## src/source/aesDecPkg.sv

```systemverilog
package aesDecPkg;

  // Block geometry
  localparam int byteWidth = 8;
  localparam int blockWidth = 128;
  localparam int numBytes = blockWidth / byteWidth;

  // AES-128 only
  localparam int numRounds = 10;

  // Low byte of x^8 + x^4 + x^3 + x + 1
  localparam logic [7:0] gfPoly = 8'h1b;

  typedef logic [byteWidth-1:0] byteT;

  // Byte 0 is the most significant byte
  typedef logic [blockWidth-1:0] blockT;

  typedef logic [blockWidth-1:0] roundKeyT;

  // Round key i at slice i, key 0 in the low 128 bits
  typedef logic [(numRounds+1)*blockWidth-1:0] keyScheduleT;

  typedef logic [3:0] roundIdxT;

  typedef enum logic
  {
    idle,
    run
  } ctrlStateT;

  // Multiply by x in GF(2^8)
  function automatic byteT xtime(input byteT value);
    byteT shifted;
    shifted = {value[byteWidth-2:0], 1'b0};
    if (value[byteWidth-1])
    begin
      shifted = shifted ^ gfPoly;
    end
    return shifted;
  endfunction

endpackage

```

## src/source/invSBox.sv

```systemverilog
`timescale 1ns/10ps

module invSBox import aesDecPkg::*;
(
  input  byteT inByte,
  output byteT outByte
);

  // FIPS-197 inverse S-box, entry 0 first, one row of 16 per line
  localparam byteT [0:255] invTable =
  {
    128'h52096ad5_3036a538_bf40a39e_81f3d7fb,
    128'h7ce33982_9b2fff87_348e4344_c4dee9cb,
    128'h547b9432_a6c2233d_ee4c950b_42fac34e,
    128'h082ea166_28d924b2_765ba249_6d8bd125,
    128'h72f8f664_86689816_d4a45ccc_5d65b692,
    128'h6c704850_fdedb9da_5e154657_a78d9d84,
    128'h90d8ab00_8cbcd30a_f7e45805_b8b34506,
    128'hd02c1e8f_ca3f0f02_c1afbd03_01138a6b,
    128'h3a911141_4f67dcea_97f2cfce_f0b4e673,
    128'h96ac7422_e7ad3585_e2f937e8_1c75df6e,
    128'h47f11a71_1d29c589_6fb7620e_aa18be1b,
    128'hfc563e4b_c6d27920_9adbc0fe_78cd5af4,
    128'h1fdda833_8807c731_b1121059_2780ec5f,
    128'h60517fa9_19b54a0d_2de57a9f_93c99cef,
    128'ha0e03b4d_ae2af5b0_c8ebbb3c_83539961,
    128'h172b047e_ba77d626_e1691463_55210c7d
  };

  assign outByte = invTable[inByte];

endmodule

```

## src/source/invMixColumns.sv

```systemverilog
`timescale 1ns/10ps

module invMixColumns import aesDecPkg::*;
(
  input  blockT inBlock,
  output blockT outBlock
);

  localparam int colWidth = 4 * byteWidth;

  // Constant multiply for the 4-bit coefficients of the inverse matrix
  function automatic byteT mulConst(input byteT value, input logic [3:0] coeff);
    byteT times2;
    byteT times4;
    byteT times8;
    byteT product;
    times2 = xtime(value);
    times4 = xtime(times2);
    times8 = xtime(times4);
    product = '0;
    if (coeff[0])
      product = product ^ value;
    if (coeff[1])
      product = product ^ times2;
    if (coeff[2])
      product = product ^ times4;
    if (coeff[3])
      product = product ^ times8;
    return product;
  endfunction

  for (genvar col = 0; col < 4; col++)
  begin : gColumn
    byteT a0;
    byteT a1;
    byteT a2;
    byteT a3;

    assign {a0, a1, a2, a3} = inBlock[blockWidth-1-colWidth*col -: colWidth];

    // Rows of the matrix 0e 0b 0d 09 rotated right per output byte
    assign outBlock[blockWidth-1-colWidth*col -: colWidth] =
    {
      mulConst(a0, 4'he) ^ mulConst(a1, 4'hb) ^ mulConst(a2, 4'hd) ^ mulConst(a3, 4'h9),
      mulConst(a0, 4'h9) ^ mulConst(a1, 4'he) ^ mulConst(a2, 4'hb) ^ mulConst(a3, 4'hd),
      mulConst(a0, 4'hd) ^ mulConst(a1, 4'h9) ^ mulConst(a2, 4'he) ^ mulConst(a3, 4'hb),
      mulConst(a0, 4'hb) ^ mulConst(a1, 4'hd) ^ mulConst(a2, 4'h9) ^ mulConst(a3, 4'he)
    };
  end

endmodule

```

## src/source/decryptDatapath.sv

```systemverilog
`timescale 1ns/10ps

module decryptDatapath import aesDecPkg::*;
(
  input  logic     clk,
  input  logic     rstN,
  input  logic     load,
  input  logic     advance,
  input  logic     lastRound,
  input  blockT    cipherText,
  input  roundKeyT roundKey,
  output blockT    plainText,
  output logic     done
);

  blockT stateReg;
  blockT shifted;
  blockT subbed;
  blockT keyed;
  blockT mixed;
  blockT roundOut;

  for (genvar i = 0; i < numBytes; i++)
  begin : gByte
    // Byte i is row i%4, column i/4; each row rotates right by its index
    localparam int row = i % 4;
    localparam int srcCol = (i / 4 - row + 4) % 4;
    localparam int src = row + 4 * srcCol;

    assign shifted[blockWidth-1-byteWidth*i -: byteWidth] =
      stateReg[blockWidth-1-byteWidth*src -: byteWidth];

    invSBox invSBox_inst
    (
      .inByte  (shifted[blockWidth-1-byteWidth*i -: byteWidth]),
      .outByte (subbed[blockWidth-1-byteWidth*i -: byteWidth])
    );
  end

  assign keyed = subbed ^ roundKey;

  invMixColumns invMixColumns_inst
  (
    .inBlock  (keyed),
    .outBlock (mixed)
  );

  // Final round skips InvMixColumns
  assign roundOut = lastRound ? keyed : mixed;

  always_ff @(posedge clk)
  begin
    if (load)
      stateReg <= cipherText ^ roundKey;
    else if (advance)
      stateReg <= roundOut;
  end

  always_ff @(posedge clk)
  begin
    if (advance && lastRound)
      plainText <= roundOut;
  end

  always_ff @(posedge clk)
  begin
    if (!rstN)
      done <= 1'b0;
    else
      done <= advance && lastRound;
  end

  // A round never runs on a state that was not loaded
  assert property (@(posedge clk) disable iff (!rstN)
    advance |-> !$isunknown(stateReg));

endmodule

```

## src/source/decryptControl.sv

```systemverilog
`timescale 1ns/10ps

module decryptControl import aesDecPkg::*;
(
  input  logic        clk,
  input  logic        rstN,
  input  logic        start,
  input  keyScheduleT roundKeys,
  output logic        load,
  output logic        advance,
  output logic        lastRound,
  output roundKeyT    roundKey,
  output logic        busy
);

  ctrlStateT state;
  roundIdxT  roundCnt;
  roundIdxT  keyIdx;

  assign busy = (state == run);
  assign load = !busy && start;
  assign advance = busy;
  assign lastRound = busy && (roundCnt == '0);

  // Whitening takes key 10, each round then the key of its counter value
  assign keyIdx = busy ? roundCnt : roundIdxT'(numRounds);
  assign roundKey = roundKeys[int'(keyIdx) * $bits(roundKeyT) +: $bits(roundKeyT)];

  always_ff @(posedge clk)
  begin
    if (!rstN)
    begin
      state <= idle;
      roundCnt <= '0;
    end
    else
    begin
      case (state)
        idle:
          if (start)
          begin
            state <= run;
            roundCnt <= roundIdxT'(numRounds - 1);
          end
        run:
          if (roundCnt == '0)
            state <= idle;
          else
            roundCnt <= roundCnt - 1'b1;
        default:
          state <= idle;
      endcase
    end
  end

  assert property (@(posedge clk) disable iff (!rstN)
    busy |-> roundCnt <= roundIdxT'(numRounds - 1));

  // A block occupies the core for exactly ten cycles after its load
  assert property (@(posedge clk) disable iff (!rstN)
    load |-> !busy ##1 busy [*numRounds] ##1 !busy);

  // Rounds only follow a load or a previous round
  assert property (@(posedge clk) disable iff (!rstN)
    advance |-> busy && $past(load || advance));

endmodule

```

## src/source/aesDecryptTop.sv

```systemverilog
`timescale 1ns/10ps

module aesDecryptTop import aesDecPkg::*;
(
  input  logic        clk,
  input  logic        rstN,
  input  logic        start,
  input  blockT       cipherText,
  input  keyScheduleT roundKeys,
  output blockT       plainText,
  output logic        done,
  output logic        busy
);

  logic     load;
  logic     advance;
  logic     lastRound;
  roundKeyT roundKey;

  // Sequencing and key selection
  decryptControl decryptControl_inst
  (
    .clk       (clk),
    .rstN      (rstN),
    .start     (start),
    .roundKeys (roundKeys),
    .load      (load),
    .advance   (advance),
    .lastRound (lastRound),
    .roundKey  (roundKey),
    .busy      (busy)
  );

  // One inverse round per clock
  decryptDatapath decryptDatapath_inst
  (
    .clk        (clk),
    .rstN       (rstN),
    .load       (load),
    .advance    (advance),
    .lastRound  (lastRound),
    .cipherText (cipherText),
    .roundKey   (roundKey),
    .plainText  (plainText),
    .done       (done)
  );

endmodule

```

## config.mk

```make
export PLATFORM = sky130hd
export DESIGN_NAME = aesDecryptTop
export DESIGN_NICKNAME = d
export VERILOG_FILES = /design/src/source/aesDecPkg.sv /design/src/source/invSBox.sv /design/src/source/invMixColumns.sv /design/src/source/decryptDatapath.sv /design/src/source/decryptControl.sv /design/src/source/aesDecryptTop.sv
export SDC_FILE = /design/constraint.sdc
export NUM_CORES = 2
export LEC_CHECK = 0
export BUFFER_PORTS_ARGS = -buffer_cell sky130_fd_sc_hd__buf_2
export CAP_MARGIN = 20
export CORE_AREA = 2 2 650 652
export DETAILED_ROUTE_END_ITERATION = 12
export DIE_AREA = 0 0 652 654
export PLACE_DENSITY = 0.4
export SLEW_MARGIN = 40
export SYNTH_ARGS = -nofsm -noshare
export SYNTH_HDL_FRONTEND = slang
export SYNTH_SLANG_ARGS = --single-unit
```

## constraint.sdc

```tcl
create_clock -name clk -period 17.84 [get_ports clk]
set_input_delay 1.784 -clock clk [delete_from_list [all_inputs] [get_ports clk]]
set_output_delay 1.784 -clock clk [all_outputs]
set_load 0.005 [all_outputs]
```

==> flow_summary.ini <==
[worst_setup_path]
worstSetupPathType = reg2reg
crit_fanout = 47
crit_path_end_kind = flip-flop
required_ns = 18.23
arrival_ns = 7.64
cp-start-kind = flip-flop

[logic_synthesis]
synth_mux_area_share_pct = 10.4
syn_area_per_cell_um2 = 7.60
async_flop_share_pct = 0
synth_nets = 13900
synth.cell_area_um2 = 91300
netlist_instances = 12000
synth_fa_ha_area_share_pct = 4.69
synth-compound-area-share_pct = 34.6
yosys.area.top_type = edfxtp_1
yosys_warnings = 0
yosys.cell_types.count = 114
synth-seq-area-share_pct = 8.55
synth_enable_flop_cells = 256
synth_top_area_share_pct = 8.42
synthTopCellsByArea = edfxtp_1, mux4_2, xnor2_1
synth_simple_gate_area_share_pct = 20.7
ys.flop_type = edfxtp_1
synth_top_family_by_area = compound AO/OA/AOI/OAI gates
ys_ff_latch = 262
synthXorXnorAreaFrac_pct = 13.3

[floorplan]
core_um2 = 419000
die_h_um = 654
io_pins = 1669
die-area_um2 = 426000
rows = 238
start_util_pct = 21.8
chipWidth_um = 652

[cts]
cts_sinks = 262
clockRootBuffer = clkbuf_16
htree_levels = 2
numCtsBuffers = 39
clk_latency_ns = 0.67
path_clk_slew_ns = 0.07
postCtsResizedCells = 0
clk_path_buf_depth = 3
hold_buffers = 0
cts_tree = built
cts_setup_buffers = 0

[sta]
finalSetupViolCount = 0
worstMarginPinSlew_ns = 1.06
setup_total_negative_slack_ns = 0
max-slew-margin-rel_pct = 29.2
rsz0062_at_grt = no
max_freq_mhz = 138
final.period_utilization_pct = 40.6
skew_ns = 0.0558
drv_slew = 0
hold_violations = 0
min_period_ns = 7.25

[finish]
ff_latch_area_um2 = 7830
multi_input_area_um2 = 77500
drive_above_1_share_pct = 23.5
final_core_util_pct = 25.9
nets = 14700
n_fill_cell = 47000
area_growth_pct = 19.1

[global_routing]
gr-usage-all-layers_pct = 39.4
grt-ovfl-total = 0
grt_pass1_vias = 109000
grt_max_degree = 145
antenna_found_initial = 435
grt_pass1_wl_mm = 1130

[routing]
totalWireLength_mm = 885
routed_via_density = 6.34
routedWlPerCell_um = 46.3
firstDrtPassIters = 7
drc = 0
ant_nets = 0
vias = 121000
dr.first_iter.drc_count = 20000

[place]
post-dp-hpwl_mm = 711
place_congestion = 1.08
io_buffer_count = 1668

[hold_path]
worstHoldPathType = reg2reg

[run]
cap_violations = 0

[status]
status = finished clean
## critical path, stage by stage, from the launching register on
cell,delay (ns)
dfxtp_4,0.39
buf_4,0.61
and2b_4,0.70
buf_4,0.75
nand2_1,0.11
a21oi_1,0.58
a221oi_1,0.24
o221a_2,0.45
xnor2_2,0.70
xnor3_1,0.57
xor3_1,0.39
xnor3_1,0.45
xnor2_1,0.40
a21oi_1,0.16
o21a_1,0.22
## cells in the mapped netlist, types with 165 or more instances
cell type  count
a221oi_1     201
nor2b_1      345
nand2_1     1019
a31oi_1      221
mux2i_1      257
inv_1        175
nor3_1       288
o211ai_1     268
nand3_1      289
xor2_1       247
nand2b_1     408
o21ai_0      681
xnor2_1      548
a311oi_1     184
a21oi_1      855
a211oi_1     240
edfxtp_1     256
nor2_1       694
xnor3_1      165
buf_2        425
a22oi_1      194
ha_1         339
clkbuf_1     690
mux4_2       252
## flip-flops by register name, indices dropped and copies added, names as in the netlist
name and cells:
decryptControl_inst.advance 1, decryptControl_inst.roundCnt 4, decryptDatapath_inst.plainText 128, decryptDatapath_inst.stateReg 128
decryptDatapath_inst.done 1
## per-stage QoR
stage          hold slack (ns)  instance area [µm²]  instances  setup WS, ns
2_1_floorplan            0.743                91300      12000         11.19
3_3_place_gp             0.852               105000      18300         10.12
3_5_place_dp             0.845               105000      18300         10.77
4_1_cts                  0.861               107000      18400         10.75
5_1_grt                  0.899               108000      18900         10.64
6_report                 0.866               109000      19100         10.59
## area by class of cell
class / count / area share [%]
Multi-Input combinational cell: 10200 / 71.3
Tap cell: 5520 / 6.36
Timing Repair Buffer: 2185 / 11.5
Antenna cell: 691 / 1.59
Clock inverter: 22 / 0.311
Clock buffer: 46 / 0.922
Sequential cell: 262 / 7.20
Inverter: 212 / 0.750
## worst paths after layout
kind                            slack (ns)                                           end                                    startpoint  depth (start not counted)
worst max-delay path                 10.59   decryptDatapath_inst.stateReg[91]$_DFFE_PP_        decryptControl_inst.advance$_SDFF_PN0_                         14
worst min-delay path                  0.87  decryptControl_inst.roundCnt[3]$_SDFFE_PN0P_  decryptControl_inst.roundCnt[3]$_SDFFE_PN0P_                          2
worst max register to register       10.59   decryptDatapath_inst.stateReg[91]$_DFFE_PP_        decryptControl_inst.advance$_SDFF_PN0_                         14
worst min register to register        0.87  decryptControl_inst.roundCnt[3]$_SDFFE_PN0P_  decryptControl_inst.roundCnt[3]$_SDFFE_PN0P_                          2
## cells by family after synthesis
group                      count (synthesis)
AOI/OAI and AO/OA                       4421
xor gates and xnor gates                1032
adders and majority gates                341
buffers and inverters                   1580
DFF                                      262
muxes                                    617
and+or+nand+nor                         3752
## layout by cell type, fill, tap and decap left out, types with 106 or more instances in the layout
cell type	Yosys	layout
a211oi_1	240	230
a21oi_1	855	845
a221oi_1	201	171
a22oi_1	194	193
a311oi_1	184	182
a31oi_1	221	220
and2_1	112	111
buf_2	425	1676
buf_4	93	476
diode_2	0	691
edfxtp_1	256	256
ha_1	339	338
inv_1	175	168
mux2_2	106	106
mux2i_1	257	255
mux4_2	252	252
nand2_1	1019	1014
nand2b_1	408	407
nand3_1	289	288
nor2_1	694	688
nor2b_1	345	334
nor3_1	288	286
o211ai_1	268	268
o21ai_0	681	664
o221ai_1	126	125
o311ai_0	146	141
o31ai_1	115	113
xnor2_1	548	534
xnor3_1	165	165
xor2_1	247	236
## metal layers
metal  global-route usage (%)  vias up  wire, µm
met1                     48.1    60800    340000
met5                     1.19        -      1350
li1                         -    48800         -
met2                     55.7     9394    362000
met4                     31.2      182     81500
met3                     13.7     1930    100000
Power is left out: the tool's default activity adds up to more than one toggle a clock period on the data nets, which glitch-free logic cannot reach.
